`src/hw/l2_cache_pkg.sv`:
```
// Geometry and shared types of the L2 cache
// Imported with a wildcard by every cache module and by the testbench
`default_nettype none

package l2_cache_pkg;

   // Byte address and data word
   localparam int ADDR_W = 25;
   localparam int DATA_W = 32;

   // 4 ways, 16 sets, 32-byte lines
   localparam int WAYS_LG2 = 2;
   localparam int SETS_LG2 = 4;
   localparam int LINE_LG2 = 5;
   localparam int NWAYS = 1 << WAYS_LG2;
   localparam int NSETS = 1 << SETS_LG2;
   localparam int TAG_W = ADDR_W - SETS_LG2 - LINE_LG2;

   // Half-word beats per line burst
   localparam int BEATS = 16;

   // Word address of the line RAM: way, set, word in line
   localparam int RAM_AW = WAYS_LG2 + SETS_LG2 + LINE_LG2 - 2;

   typedef logic [DATA_W-1:0] l2_data_t;
   typedef logic [DATA_W/8-1:0] l2_mask_t;
   typedef logic [DATA_W/2-1:0] sdr_half_t;

   typedef struct packed {
      logic [TAG_W-1:0]    tag;
      logic [SETS_LG2-1:0] set;
      logic [LINE_LG2-3:0] word;
      logic [1:0]          bsel;
   } l2_addr_f_t;

   // One byte address, seen raw or split into fields
   typedef union packed {
      logic [ADDR_W-1:0] raw;
      l2_addr_f_t        f;
   } l2_addr_u;

   // All-zero mask means read
   typedef struct packed {
      l2_addr_u addr;
      l2_data_t wdata;
      l2_mask_t wmask;
   } l2_cmd_t;

   // Burst request to the SDRAM side, line address is tag and set
   typedef struct packed {
      logic                       rd;
      logic                       we;
      logic [ADDR_W-LINE_LG2-1:0] line;
   } nl_req_t;

endpackage

`default_nettype wire

```
`src/hw/l2_cmd_hold.sv`:
```
// Command-side buffer of the L2 cache
// Holds one accepted command and bypasses a new one while the last response is taken
`timescale 1ns/1ps
`default_nettype none

module l2_cmd_hold
   import l2_cache_pkg::*;
(
   input  wire           clk,
   input  wire           rst_n,
   input  wire           cmd_valid,
   input  wire l2_cmd_t  cmd,
   input  wire           rsp_ready,
   input  wire           rsp_ok,
   output logic          cmd_ready,
   output logic          rsp_valid,
   output l2_cmd_t       eff_cmd,
   output logic          mreq
);
   logic    pending;
   logic    push;
   logic    pop;
   logic    use_held;
   l2_cmd_t held;

   assign push = cmd_valid & cmd_ready;
   assign pop = rsp_valid & rsp_ready;

   always_ff @(posedge clk or negedge rst_n) begin
      if (!rst_n) begin
         pending <= 1'b0;
      end else if (push | pop) begin
         pending <= push | ~pop;
      end
   end

   // Capture whatever is offered whenever a new command may enter
   always_ff @(posedge clk) begin
      if (cmd_ready) begin
         held <= cmd;
      end
   end

   // Bypass when the slot is free or is being emptied this cycle
   assign cmd_ready = ~pending | pop;
   assign use_held = pending & ~pop;
   assign eff_cmd = use_held ? held : cmd;
   assign mreq = use_held | push;
   assign rsp_valid = pending & rsp_ok;

endmodule

`default_nettype wire

```
`config.mk`:
```
export PLATFORM = sky130hd
export DESIGN_NAME = l2_cmd_hold
export DESIGN_NICKNAME = d
export VERILOG_FILES = /design/src/hw/l2_cache_pkg.sv /design/src/hw/l2_cmd_hold.sv
export SDC_FILE = /design/constraint.sdc
export NUM_CORES = 1
export LEC_CHECK = 0
export ABC_AREA = 1
export BUFFER_PORTS_ARGS = -buffer_cell sky130_fd_sc_hd__buf_2
export CORE_MARGIN = 5
export CORE_UTILIZATION = 48
export CTS_BUF_LIST = sky130_fd_sc_hd__clkbuf_8
export CTS_CLUSTER_SIZE = 25
export DETAILED_ROUTE_END_ITERATION = 16
export GPL_TIMING_DRIVEN = 0
export PLACE_DENSITY = 0.82
export SLEW_MARGIN = 20
export SYNTH_ARGS = -nofsm -noshare
export SYNTH_HDL_FRONTEND = slang
export SYNTH_SLANG_ARGS = --single-unit
export TNS_END_PERCENT = 30
```
`constraint.sdc`:
```
create_clock -name clk -period 2.1 [get_ports clk]
set_clock_uncertainty 0.2 [all_clocks]
set_input_delay 0.525 -clock clk [delete_from_list [all_inputs] [get_ports clk]]
set_output_delay 0.525 -clock clk [all_outputs]
set_load 0.005 [all_outputs]
```
==> results.yml <==
status:
  outcome: "finished clean"
pwr:
  p_per_area_nw_per_um2: 748
  peakVddDrop_v: 0.000444
  power.leakage_nw: 1.93
floorplanning:
  start_util_pct: 50.0
  die_w_um: 86.2
  fp.coreArea_um2: 5570
  die_height_um: 86.2
  io_pins: 130
  num_rows: 27
  die_area_um2: 7430
synth:
  synth_warnings: 0
  yosys-top-cells-area: "edfxtp_1 (66%), nand2_1 (17%), nand3_1 (11%), buf_6 (2.4%), buf_2 (2.3%)"
  synth_cells: 271
  seq_area_frac_synth_pct: 66.6
  avgSynthCellArea_um2: 10.3
  synth_top_cell_by_area: "edfxtp_1"
  synth_top_area_share_pct: 65.7
  async_reset_ff_share_pct: 1.61
  synthTopCellsByCount: "nand2_1 (125), edfxtp_1 (61), nand3_1 (61)"
  synth_fp_nets: 337
  yosysMostFrequentCell: "nand2_1"
  synthFlopType: "edfxtp_1"
  ys_ff_latch: 62
  synth.cell_area_um2: 2790
  ys_types: 9
  synth_enable_flop_cells: 61
sta:
  worst_slew_pin_slew_ps: 185
  period_share_pct: 98.7
  tns_ps: 0
  rsz0062_at_grt: "true"
  fin_ws_ps: 28.2
  min_period_ps: 2070
  setup_viol: 0
  hold_violations: 0
  slew_viol_final: 0
  fmax_mhz: 483
  maxSlewHeadroom_pct: 87.7
routing:
  post_drt_wl_per_cell_um: 14.4
  via_per_inst: 4.91
  drc: 0
  drt_wl_total_um: 7120
  postRouteAntennaNets: 0
  drt-initial-drc-count: 190
  firstDrtPassIters: 4
  via_count: 2428
flow_run:
  max_cap_viol_count: 0
placed_design:
  gp_congestion: 0.774
  place_hpwl_um: 4890
  dp_slack_ps: -445
  port-buffer-count: 129
  placed_area_um2: 3520
cts:
  cts_tree: "yes"
  htreeDepth: 3
  cts-root-buf: "clkbuf_8"
  cts_buffers: 9
  clk_pin_slew_ps: 70
  clock_latency_ps: 320
  cts_buffer_depth: 2
  clock_sinks: 62
global_routing:
  grt_pass1_vias: 2378
  grt_pass1_wl_um: 11100
  grt_max_degree: 36
  antenna_found_initial: 0
  grt_use_total_pct: 19.3
  overflow: 0
cells_and_area:
  final_nets: 485
  area_delta_synth_final_pct: 38.8
  multi_input_area_um2: 832
  drive_gt1_share_pct: 40.9
  fill_cells: 444
  diodes: 0
  fin_area_um2: 3870
  regArea_um2: 1860
setup_path:
  start_kind: "input port"
  worstPathArrival_ps: 1350
  worstPathMaxFanout: 10
  criticalPathCategory: "input port to output port"
  critical_path.endpoint_type: "output port"
  cp.required_ps: 1370
hold_path:
  hp-class: "input port to flip-flop"
==> final cells by class <==
cell class,instances,share of cell area (%)
Multi-Input combinational cell,189,21.5
Clock buffer,9,3.20
Buffer,19,4.79
Tap cell,72,2.33
Sequential cell,62,48.0
Timing Repair Buffer,136,19.4
Clock inverter,6,0.614
Inverter,2,0.194
==> state kept, by name (all words and copies together) (netlist names) <==
register and count:
pending 1, held 61
==> per-layer routing <==
metal | track usage, % | vias up | routed length (um)
met4 | 9.21 | 0 | 114
met3 | 4.37 | 9 | 517
met1 | 23.6 | 1106 | 2900
li1 | - | 1228 | -
met5 | 0 | - | 0
met2 | 32.2 | 85 | 3590
==> worst max-delay path, cell delays in order <==
cell and delay, ps:
buf_2 120, nand2_4 150, buf_2 250, nand3_1 90, nand2_1 90, buf_2 110
==> layout by cell type, fill, tap and decap left out, drive strengths merged <==
cell type | Yosys | final
buf | 19 | 148
bufbuf | 0 | 2
clkbuf | 0 | 13
clkinv | 0 | 3
dfrtp | 1 | 1
dlygate4sd3 | 0 | 1
edfxtp | 61 | 61
inv | 2 | 5
nand2 | 127 | 128
nand3 | 61 | 61
==> what timing repair did <==
| item | in CTS | in global routing |
|---|---|---|
| buffers inserted | 0 | 3 |
| gates resized for setup | 14 | 13 |
| hold buffers | 1 | 0 |
| endpoints found under the setup margin | 61 | 60 |
| endpoints found under the hold margin | 1 | 0 |
| cloned | 2 | 2 |
| pin swaps | 1 | 0 |
==> cells by family (layout without fill, tap and decap cells) <==
family / count (synthesis) / in the layout / share of synthesized area, %
buffers and inverters: 21 / 172 / 5.02
flip-flops: 62 / 62 / 66.6
AND/OR/NAND/NOR: 188 / 189 / 28.4
==> final timing paths <==
path                          from     endpoint  slack [ps]  depth (start not counted)
hold / removal             cmd[34]     held[34]         190                          1
max in group asynchronous    rst_n      pending        1300                          2
setup / recovery            rsp_ok  eff_cmd[14]          30                          6
min in group asynchronous    rst_n      pending         320                          2
hold reg to reg            pending     held[59]         720                          3
setup reg to reg           pending     held[29]         590                          3
==> power by group <==
part	switching (W)	total, W	leakage, nW	internal [W]
Clock	0.000406	0.000804	0.0877	0.000398
Sequential	0.0000229	0.00149	0.598	0.00147
Combinational	0.000313	0.000603	1.25	0.000290
Total	0.000742	0.00290	1.93	0.00215
==> stage by stage <==
stage	util, %	total power [W]	hold WS (ps)	instances
after global placement	63.2	0.00204	100	472
after detailed placement	63.2	0.00205	100	472
final	69.4	0.00290	188	495
after CTS	68.2	0.00290	170	490
after global routing	69.4	0.00306	161	495
after floorplan	-	0.00178	29.4	271
Note: power is estimated with default switching activity, not from simulation.
