$ cat src/hw/l2_cache_pkg.sv
// Geometry and shared types of the L2 cache
// Imported with a wildcard by every cache module and by the testbench
`default_nettype none

package l2_cache_pkg;

   // Byte address and data word
   localparam int ADDR_W = 25;
   localparam int DATA_W = 32;

   // 4 ways, 16 sets, 32-byte lines
   localparam int WAYS_LG2 = 2;
   localparam int SETS_LG2 = 4;
   localparam int LINE_LG2 = 5;
   localparam int NWAYS = 1 << WAYS_LG2;
   localparam int NSETS = 1 << SETS_LG2;
   localparam int TAG_W = ADDR_W - SETS_LG2 - LINE_LG2;

   // Half-word beats per line burst
   localparam int BEATS = 16;

   // Word address of the line RAM: way, set, word in line
   localparam int RAM_AW = WAYS_LG2 + SETS_LG2 + LINE_LG2 - 2;

   typedef logic [DATA_W-1:0] l2_data_t;
   typedef logic [DATA_W/8-1:0] l2_mask_t;
   typedef logic [DATA_W/2-1:0] sdr_half_t;

   typedef struct packed {
      logic [TAG_W-1:0]    tag;
      logic [SETS_LG2-1:0] set;
      logic [LINE_LG2-3:0] word;
      logic [1:0]          bsel;
   } l2_addr_f_t;

   // One byte address, seen raw or split into fields
   typedef union packed {
      logic [ADDR_W-1:0] raw;
      l2_addr_f_t        f;
   } l2_addr_u;

   // All-zero mask means read
   typedef struct packed {
      l2_addr_u addr;
      l2_data_t wdata;
      l2_mask_t wmask;
   } l2_cmd_t;

   // Burst request to the SDRAM side, line address is tag and set
   typedef struct packed {
      logic                       rd;
      logic                       we;
      logic [ADDR_W-LINE_LG2-1:0] line;
   } nl_req_t;

endpackage

`default_nettype wire

$ cat src/hw/l2_sdram_port.sv
// SDRAM side of the L2 cache, request levels, beat counter and write data
// Write requests win over read requests
`timescale 1ns/1ps
`default_nettype none

module l2_sdram_port
   import l2_cache_pkg::*;
(
   input  wire                       clk,
   input  wire                       rst_n,
   input  wire nl_req_t              nl_req,
   input  wire l2_data_t             beat_rdata,
   input  wire                       sdr_r_vld,
   input  wire                       sdr_w_rdy,
   input  wire sdr_half_t            sdr_rdata,
   output logic                      sdr_rd_req,
   output logic                      sdr_we_req,
   output logic [ADDR_W-2:0]         sdr_addr,
   output sdr_half_t                 sdr_wdata,
   output logic                      beat_en,
   output logic                      beat_we,
   output logic [$clog2(BEATS)-1:0]  beat_idx,
   output sdr_half_t                 beat_wdata,
   output logic                      burst_done
);
   always_ff @(posedge clk or negedge rst_n) begin
      if (!rst_n) begin
         sdr_we_req <= 1'b0;
         sdr_rd_req <= 1'b0;
      end else begin
         sdr_we_req <= nl_req.we;
         sdr_rd_req <= nl_req.rd & ~nl_req.we;
      end
   end

   // Half-word address of the line start
   always_ff @(posedge clk) begin
      sdr_addr <= {nl_req.line, {(LINE_LG2-1){1'b0}}};
   end

   assign beat_we = sdr_r_vld & sdr_rd_req;
   assign beat_en = beat_we | (sdr_w_rdy & sdr_we_req);
   assign beat_wdata = sdr_rdata;

   always_ff @(posedge clk or negedge rst_n) begin
      if (!rst_n) begin
         beat_idx <= '0;
      end else if (beat_en) begin
         beat_idx <= beat_idx + 1'b1;
      end
   end

   // Counter wraps on the last beat of the burst
   assign burst_done = beat_en & (&beat_idx);

   // RAM word arrives one beat later, so the counter parity is already flipped
   always_ff @(posedge clk) begin
      sdr_wdata <= beat_idx[0] ? beat_rdata[15:0] : beat_rdata[31:16];
   end

endmodule

`default_nettype wire

$ cat config.mk
export PLATFORM = sky130hd
export DESIGN_NAME = l2_sdram_port
export DESIGN_NICKNAME = d
export VERILOG_FILES = /design/src/hw/l2_cache_pkg.sv /design/src/hw/l2_sdram_port.sv
export SDC_FILE = /design/constraint.sdc
export NUM_CORES = 1
export LEC_CHECK = 0
export ABC_AREA = 1
export BUFFER_PORTS_ARGS = -buffer_cell sky130_fd_sc_hd__buf_2
export CORE_ASPECT_RATIO = 0.5
export CORE_MARGIN = 5
export CORE_UTILIZATION = 31
export DETAILED_ROUTE_END_ITERATION = 10
export PLACE_DENSITY = 0.74
export SLEW_MARGIN = 20
export SYNTH_ARGS = -nofsm -noshare
export SYNTH_HDL_FRONTEND = slang
export SYNTH_SLANG_ARGS = --single-unit
$ cat constraint.sdc
create_clock -name clk -period 1.16 [get_ports clk]
set_clock_uncertainty 0.05 [all_clocks]
set_input_delay 0.116 -clock clk [delete_from_list [all_inputs] [get_ports clk]]
set_output_delay 0.116 -clock clk [all_outputs]
set_load 0.03 [all_outputs]
==> reports/summary.txt <==
# rows -> 17
drt via density -> 3.997
n_diodes -> 0
commonest non-fill, non-tap cells in the layout -> 96 x buf_2, 42 x dlygate4sd3_1, 36 x dfxtp_1, 9 x mux2_4
worst reg2reg setup slack -> 0.03 ns
post-route setup slack -> -0.1617 ns
initial antenna violation count -> 0
Avg Cell Area, Syn -> 13.10 um^2
Final Power -> 4.787 mW
Avg WL per Cell -> 13.83 um
CTS max path bufs -> 2
worst hold slack -> 0.009451 ns
fillers -> 360
routability cong. -> 0.7575
GRT Util Overall -> 12.87%
Final Hold Viols -> 0
DRC -> 0
most common cell after layout, fill and taps aside -> buf_2
total grt overflow -> 0
largest net degree at the start of global routing -> 14
Max Cap Viol -> 0
Worst IR Drop VDD -> 0.0009198 V
R2R cell count -> 8
Post-DRT Antenna Nets -> 0
Root Buffer -> clkbuf_8
layout cells sized above 1 -> 58.13%
die area -> 0.006000 mm^2
I/O pin total -> 139
worst hold path depth -> 2
port bufs -> 102
Synth-to-Final Area Change -> 76.04%
Tmin final -> 1.322 ns
H-tree Lvls -> 2
Nets -> 320
Yosys reg bits -> 42
Leakage Power -> 1.260 nW
fin util -> 56.07%
crit path capture type -> primary output
Slew Viols, Final -> 0
PD cells -> 1958 mW/mm^2
WP data required -> 0.99 ns
synthesized area -> 0.001389 mm^2
RR Endpoint -> beat_idx[3]
vias in the first global route -> 1285
Starting DRT DRC Count -> 38
first-pass GRT wire length -> 6.092 mm
CTS tree -> built
placed wire-length estimate -> 2.721 mm
Worst setup SP type -> flip-flop
final wirelength -> 4.189 mm
critical register-to-register path startpoint -> beat_idx[1]
part of the Yosys area used for sequential elements -> 62.70%
worst min-delay path startpoint -> beat_rdata[0]
Register Area -> 874.6 um^2
fin crit share -> 113.9%
f_max -> 756.6 MHz
outcome -> complete, but fails checks
Clock Latency Late Sink -> 0.27 ns
Hold EP -> sdr_wdata[0]
WS Path Type -> reg -> out
failing checks -> setup timing
DR pass1 iterations -> 4
chip height -> 57.33 um
Syn Inst Count -> 106
Distinct cells, synth -> 16
clock sinks -> 42
critical path fanouts, max -> 2
pre-CTS setup slack -> 0.08246 ns
die width -> 104.7 um
Multi-input gate area -> 357.8 um^2
CTS buffer count -> 5
setup_tns -> -0.3648 ns
initial core utilization -> 31.85%
Worst Hold Class -> in -> reg
clock slew seen by the registers of the worst setup and hold paths -> 0.08 ns
final setup fails -> 4
synth warn -> 0
RSZ-0062 raised after global routing -> true
Worst Path Arrival -> 1.16 ns
via count -> 1211
core box area -> 0.004360 mm^2
Worst Setup SP -> beat_idx[1]
cell type report:
class,count,area share [%]
clock buffers,6,3.378
clock inverters,2,0.4606
inverters,6,0.9212
multi-input cells,39,14.64
flip-flops and latches,42,35.77
well taps,57,2.917
repair buffers,151,41.91
per-stage QoR:
| step | cells | area [um^2] |
|---|---|---|
| after global placement | 248 | 1827 |
| after global routing | 303 | 2445 |
| final | 303 | 2445 |
| after floorplan | 109 | 1411 |
| after CTS | 290 | 2300 |
| after detailed placement | 248 | 1827 |
where the power goes:
group / switching [mW] / internal [mW]
Clock: 0.465 / 0.480
Combinational: 1.11 / 0.857
Sequential: 0.137 / 1.73
Total: 1.72 / 3.07
sequential cells by signal (all words and copies together), names as in the netlist:
register,cells
sdr_rd_req,1
sdr_wdata,16
sdr_addr,20
sdr_we_req,1
beat_idx,4
timing repair:
item / CTS / global route
setup buffers: 2 / 4
gates resized for setup: 12 / 9
pin swaps: 4 / 2
hold buffers: 32 / 10
setup endpoints to repair: 4 / 6
endpoints found under the hold margin: 34 / 9
layer usage:
metal	wire length [um]	vias to the layer above	track usage, %	share of wire [%]
li1	-	585	-	-
met1	1237	567	10.77	30
met2	2585	35	27.54	62
met3	187	24	3.051	4.5
met4	178	0	7.468	4.2
met5	0	-	0	0
how the worst max path moves through the flow:
stage,end,cells after the start
floorplan,sdr_wdata[10],3
global placement,burst_done,4
detailed placement,burst_done,4
CTS,burst_done,4
global route,burst_done,4
finish,burst_done,4
worst max-delay path, cell delays in order, from the launching register on:
cell     delay [ns]
dfrtp_1        0.42
ha_4           0.16
nand4_1        0.10
inv_2          0.08
buf_6          0.12
Yosys cell counts:
cell / instances / area (um^2)
buf_12: 1 / 20.02
buf_4: 20 / 150.1
buf_6: 1 / 11.26
conb_1: 1 / 3.750
dfrtp_1: 6 / 150.1
dfxtp_1: 36 / 720.7
ha_1: 1 / 12.51
inv_1: 6 / 22.52
mux2_2: 7 / 78.83
mux2_4: 9 / 135.1
nand2_1: 10 / 37.54
nand3_1: 2 / 10.01
nand4_1: 1 / 6.260
nor2_1: 2 / 7.510
o21ai_0: 1 / 5.000
xor2_1: 2 / 17.52
cell families (layout without fill, tap and decap cells):
group | after synthesis | count (layout) | synth area share, %
flops | 42 | 42 | 62.70
other cells | 1 | 4 | 0.2700
xor+xnor | 2 | 2 | 1.261
compound gates | 1 | 1 | 0.3600
fa+ha+maj | 1 | 1 | 0.9008
simple gates | 15 | 15 | 4.415
buf+inv | 28 | 165 | 14.68
mux | 16 | 16 | 15.41
Power figures use the tool's default switching activity.
