### config.mk
export PLATFORM = sky130hd
export DESIGN_NAME = l2_cache_ctrl
export DESIGN_NICKNAME = d
export VERILOG_FILES = /design/src/hw/l2_cache_pkg.sv /design/src/hw/l2_cache_ctrl.sv
export SDC_FILE = /design/constraint.sdc
export NUM_CORES = 1
export LEC_CHECK = 0
export BUFFER_PORTS_ARGS = -buffer_cell sky130_fd_sc_hd__buf_2
export CELL_PAD_IN_SITES_DETAIL_PLACEMENT = 1
export CELL_PAD_IN_SITES_GLOBAL_PLACEMENT = 1
export CORE_MARGIN = 2
export CORE_UTILIZATION = 32
export DETAILED_ROUTE_END_ITERATION = 8
export PLACE_DENSITY_LB_ADDON = 0.1
export SYNTH_ARGS = -nofsm -noshare
export SYNTH_HDL_FRONTEND = slang
export SYNTH_SLANG_ARGS = --single-unit
### constraint.sdc
create_clock -name clk -period 2 [get_ports clk]
set_input_delay 0.2 -clock clk [delete_from_list [all_inputs] [get_ports clk]]
set_output_delay 0.2 -clock clk [all_outputs]
set_load 0.03 [all_outputs]
### src/hw/l2_cache_pkg.sv
// Geometry and shared types of the L2 cache
// Imported with a wildcard by every cache module and by the testbench
`default_nettype none

package l2_cache_pkg;

   // Byte address and data word
   localparam int ADDR_W = 25;
   localparam int DATA_W = 32;

   // 4 ways, 16 sets, 32-byte lines
   localparam int WAYS_LG2 = 2;
   localparam int SETS_LG2 = 4;
   localparam int LINE_LG2 = 5;
   localparam int NWAYS = 1 << WAYS_LG2;
   localparam int NSETS = 1 << SETS_LG2;
   localparam int TAG_W = ADDR_W - SETS_LG2 - LINE_LG2;

   // Half-word beats per line burst
   localparam int BEATS = 16;

   // Word address of the line RAM: way, set, word in line
   localparam int RAM_AW = WAYS_LG2 + SETS_LG2 + LINE_LG2 - 2;

   typedef logic [DATA_W-1:0] l2_data_t;
   typedef logic [DATA_W/8-1:0] l2_mask_t;
   typedef logic [DATA_W/2-1:0] sdr_half_t;

   typedef struct packed {
      logic [TAG_W-1:0]    tag;
      logic [SETS_LG2-1:0] set;
      logic [LINE_LG2-3:0] word;
      logic [1:0]          bsel;
   } l2_addr_f_t;

   // One byte address, seen raw or split into fields
   typedef union packed {
      logic [ADDR_W-1:0] raw;
      l2_addr_f_t        f;
   } l2_addr_u;

   // All-zero mask means read
   typedef struct packed {
      l2_addr_u addr;
      l2_data_t wdata;
      l2_mask_t wmask;
   } l2_cmd_t;

   // Burst request to the SDRAM side, line address is tag and set
   typedef struct packed {
      logic                       rd;
      logic                       we;
      logic [ADDR_W-LINE_LG2-1:0] line;
   } nl_req_t;

endpackage

`default_nettype wire

### src/hw/l2_cache_ctrl.sv
// Miss, write-back and flush controller of the L2 cache
// Serves hits in idle, runs write-back and refill bursts, walks all entries on flush
`timescale 1ns/1ps
`default_nettype none

module l2_cache_ctrl
   import l2_cache_pkg::*;
(
   input  wire                  clk,
   input  wire                  rst_n,
   input  wire                  mreq,
   input  wire l2_cmd_t         eff_cmd,
   input  wire                  flush,
   input  wire                  hit,
   input  wire [WAYS_LG2-1:0]   hit_way,
   input  wire [WAYS_LG2-1:0]   victim_way,
   input  wire                  victim_dirty,
   input  wire [TAG_W-1:0]      victim_tag,
   input  wire                  burst_done,
   output logic                 rsp_ok,
   output logic                 ram_en_hit,
   output nl_req_t              nl_req,
   output logic [WAYS_LG2-1:0]  line_way,
   output logic [SETS_LG2-1:0]  line_set,
   output logic                 update,
   output logic                 fill,
   output logic                 write,
   output logic                 flush_active,
   output logic [WAYS_LG2-1:0]  flush_way,
   output logic [SETS_LG2-1:0]  flush_set
);
   typedef enum logic [1:0] {S_IDLE, S_WR_PEND, S_RAW, S_RD_PEND} state_t;

   state_t                       state;
   logic                         flush_req;
   logic [WAYS_LG2+SETS_LG2-1:0] fcnt;
   logic [WAYS_LG2-1:0]          burst_way;
   logic [SETS_LG2-1:0]          burst_set;
   logic [SETS_LG2-1:0]          cur_set;
   logic                         idle;
   logic                         hold_rsp;
   logic                         walk_start;
   logic                         serve;
   logic                         step;

   assign idle = state == S_IDLE;
   assign {flush_way, flush_set} = fcnt;
   assign cur_set = flush_active ? flush_set : eff_cmd.addr.f.set;

   // A response already on the port is not withdrawn by a pending flush
   assign hold_rsp = mreq & rsp_ok;
   assign walk_start = idle & flush_req & ~flush_active & ~hold_rsp;
   assign serve = idle & mreq & hit & ~walk_start;
   assign fill = idle & ~walk_start & (flush_active ? victim_dirty : mreq & ~hit);
   assign step = flush_active & ((idle & ~victim_dirty) | (state == S_RAW));

   assign ram_en_hit = serve;
   assign update = serve;
   assign write = |eff_cmd.wmask;
   assign line_way = idle ? hit_way : burst_way;
   assign line_set = idle ? eff_cmd.addr.f.set : burst_set;

   always_ff @(posedge clk or negedge rst_n) begin
      if (!rst_n) begin
         flush_req <= 1'b0;
         flush_active <= 1'b0;
         fcnt <= '0;
      end else begin
         flush_req <= (flush_req & ~walk_start) | flush;
         if (walk_start) begin
            flush_active <= 1'b1;
         end else if (step) begin
            fcnt <= fcnt + 1'b1;
            // Last way of the last set ends the walk
            if (&fcnt) begin
               flush_active <= 1'b0;
            end
         end
      end
   end

   // Entry under burst, fixed until the next fill
   always_ff @(posedge clk) begin
      if (fill) begin
         burst_way <= victim_way;
         burst_set <= cur_set;
      end
   end

   always_ff @(posedge clk or negedge rst_n) begin
      if (!rst_n) begin
         state <= S_IDLE;
         rsp_ok <= 1'b0;
         nl_req <= '0;
      end else begin
         case (state)
            S_IDLE: begin
               rsp_ok <= serve;
               if (fill) begin
                  nl_req.we <= victim_dirty;
                  nl_req.rd <= ~victim_dirty;
                  nl_req.line <= victim_dirty ? {victim_tag, cur_set}
                                              : eff_cmd.addr.raw[ADDR_W-1:LINE_LG2];
                  state <= victim_dirty ? S_WR_PEND : S_RD_PEND;
               end
            end
            S_WR_PEND: begin
               if (burst_done) begin
                  nl_req.we <= 1'b0;
                  state <= S_RAW;
               end
            end
            // Write request drops here before any refill is raised
            S_RAW: begin
               if (flush_active) begin
                  state <= S_IDLE;
               end else begin
                  nl_req.rd <= 1'b1;
                  nl_req.line <= eff_cmd.addr.raw[ADDR_W-1:LINE_LG2];
                  state <= S_RD_PEND;
               end
            end
            S_RD_PEND: begin
               if (burst_done) begin
                  nl_req.rd <= 1'b0;
                  state <= S_IDLE;
               end
            end
            default: state <= S_IDLE;
         endcase
      end
   end

endmodule

`default_nettype wire

==> flow_metrics.env <==
export IMPL_grtUsageMet2_pct=22.5
export IMPL_numCtsBuffers=5
export IMPL_drive_above_1_share_pct=66.5
export IMPL_cpMaxStageDelayCell="dfrtp_2"
export IMPL_ios=128
export IMPL_critPathCaptureType="primary output"
export IMPL_worstPathCellList="nor2_1 -> buf_4 -> mux2_2 -> buf_2"
export IMPL_critical_path_top_delay_family="flip-flops"
export IMPL_grtUsageMet1_pct=19.0
export IMPL_diodes=0
export IMPL_dp_hpwl_mm=3.69
export IMPL_post_cts_buffers=0
export IMPL_synthArstFlopShare_pct=84.6
export IMPL_start_util_pct=33.2
export IMPL_cp_slowest_stage_delay_ns=0.48
export IMPL_dp_slack_ns=0.286
export IMPL_drc=0
export IMPL_power_per_cell_area_mw_per_mm2=1670
export IMPL_hold_class="input port to async pin"
export IMPL_synth_top_area_share_pct=39.0
export IMPL_grt_pass1_vias=1726
export IMPL_synth_cells=154
export IMPL_cts_clk_slew_worst_paths_ns=0.07
export IMPL_hold_ws_ns=-0.0274
export IMPL_yosys_warnings=0
export IMPL_cts_sinks=39
export IMPL_via_count=1559
export IMPL_cts_max_level=2
export IMPL_grt_max_degree=34
export IMPL_path_max_fanout=9
export IMPL_rows=29
export IMPL_p_leak_nw=1.34
export IMPL_setup_worst_path_start_class="flip-flop"
export IMPL_rrSetupSlack_ns=0.29
export IMPL_core_area_mm2=0.00639
export IMPL_antenna_found_initial=0
export IMPL_finalSetupViolations=0
export IMPL_min_period_over_period_pct=93.6
export IMPL_gp_congestion=0.724
export IMPL_grt_pass1_wl_mm=8.19
export IMPL_skew_ns=0.00704
export IMPL_worst_ep_required_time_ns=1.80
export IMPL_synth_ff_type="dfrtp_1"
export IMPL_cts_tree="yes"
export IMPL_slew_headroom_pct=49.3
export IMPL_ant_nets=0
export IMPL_fin_setup_tns_ns=0
export IMPL_ys_seq_elements=39
export IMPL_dieWidth_um=85.3
export IMPL_max_cap_violations=0
export IMPL_final_hold_violation_count=33
export IMPL_grt_busiest_layer="met2"
export IMPL_root_buffer="clkbuf_8"
export IMPL_cp_arrival_ns=1.67
export IMPL_ys_seq_area_share_pct=47.5
export IMPL_outcome="finished with violations"
export IMPL_yosysUniqueCellTypes=37
export IMPL_worstMarginPinSlew_ns=0.761
export IMPL_stdcell_count=328
export IMPL_failed_checks="negative hold slack"
export IMPL_cts_resized=0
export IMPL_fp_dieArea_mm2=0.00728
export IMPL_gr_usage_all_layers_pct=14.2
export IMPL_die_y_um=85.3
export IMPL_fmax_ghz=0.534
export IMPL_nets=339
export IMPL_synth_area_top_cells="dfrtp_1 (39%), mux2_2 (16%), mux2_4 (14%)"
export IMPL_peakVddDrop_v=0.000563
export IMPL_synth_edff_count=6
export IMPL_cts_buffer_depth=2
export IMPL_finalMaxSlewViolations=0
export IMPL_crit_buf_inv=2
export IMPL_power_mw=4.55
export IMPL_via_per_inst=4.75
export IMPL_synth_area_per_cell_um2=13.7
export IMPL_dp_cells=320
export IMPL_firstDrtPassIters=4
export IMPL_fin_ws_ns=0.127
export IMPL_crit_type="flip-flop to primary output"
export IMPL_insertion_delay_ns=0.28
export IMPL_rsz0062_at_grt="no"
export IMPL_grt_remaining_overflow=0
export IMPL_use_met3_pct=3.70
export IMPL_initialDrtViolationCount=74
export IMPL_syn_to_final_growth_pct=28.8
export IMPL_synth_largest_area_cell="dfrtp_1"
export IMPL_routed_wl_mm=4.79
export IMPL_portBuffers=90
export IMPL_period_needed_ns=1.87
export IMPL_cts_hold_buf=0
export IMPL_syn_cell_area_mm2=0.00212
export IMPL_syn_nets=243
export IMPL_wl_per_cell_um=14.6
==> cells in the mapped netlist, types with 2 or more instances <==
master and count:
a21oi_1 2, buf_2 2, buf_6 6, dfrtp_1 33
edfxtp_1 6, inv_1 3, mux2_2 30, mux2_4 20
nand2_1 8, nand2b_1 5, nand3_1 5, nor2_1 3
o21ai_0 3, xnor2_1 3, xor2_1 3
==> final timing paths <==
path / from / to / cells past startpoint
max: state[0] / line_set[3] / 4
min: rst_n / fcnt[5] / 1
max reg2reg: state[1] / nl_req[9] / 5
min reg2reg: nl_req[15] / nl_req[15] / 1
max in group asynchronous: rst_n / state[0] / 1
min in group clk: victim_way[0] / burst_way[0] / 1
==> area by class of cell <==
cell class,instances,area (um2)
clock buffer,7,76.3
clock inverter,1,5.00
fill,733,3660
inverter,4,15.0
multi-input combinational,102,1020
sequential,39,1010
tap,77,96.3
timing repair buffer,98,510
==> cells in the final DEF, fill, tap and decap left out, types with 2 or more instances in the layout <==
| master | instances |
|---|---|
| dfrtp_1 | 32 |
| buf_2 | 90 |
| nand3_1 | 5 |
| xnor2_1 | 3 |
| nand2b_1 | 5 |
| mux2_2 | 30 |
| o21ai_0 | 3 |
| buf_4 | 8 |
| mux2_4 | 20 |
| clkbuf_1 | 2 |
| edfxtp_1 | 6 |
| clkbuf_8 | 5 |
| inv_1 | 3 |
| nor2_1 | 3 |
| xor2_1 | 3 |
| nand2_1 | 8 |
| a21oi_1 | 2 |
==> cells by family (layout without fill, tap and decap cells) <==
group           Yosys count  in the layout  synth area share (%)
mux                      51             51                  30.7
xor+xnor                  6              6                  2.48
compound gates           15             15                  6.56
simple gates             29             29                  7.45
fa+ha+maj                 1              1                 0.591
flops                    39             39                  47.5
buf+inv                  13            110                  4.73
==> stage by stage <==
| stage | area, um2 | utilization (%) | hold WS, ns |
|---|---|---|---|
| 6_report | 2730 | 42.7 | -0.0274 |
| 4_1_cts | 2730 | 42.7 | 0.0102 |
| 3_5_place_dp | 2650 | 41.4 | 0.332 |
| 2_1_floorplan | 2120 | - | -0.0956 |
| 3_3_place_gp | 2650 | 41.4 | 0.330 |
| 5_1_grt | 2730 | 42.7 | 0.0459 |
==> per-layer routing <==
layer | up-vias | part of all wire [%] | wire (um)
met5 | - | 0 | 0
met4 | 0 | 1.3 | 63
met3 | 5 | 6.6 | 317
met2 | 50 | 47 | 2260
met1 | 764 | 45 | 2150
li1 | 740 | - | -
==> registers in the layout, summed over array words and instances, names as in the netlist <==
signal        cells
burst_way         2
state             2
burst_set         4
nl_req           22
rsp_ok            1
flush_active      1
flush_req         1
fcnt              6
==> power breakdown <==
part           internal, mW  switching (mW)
clock network         0.245           0.265
logic                  1.11            1.47
registers              1.19           0.269
No activity file was read; power rests on OpenSTA's default activity.
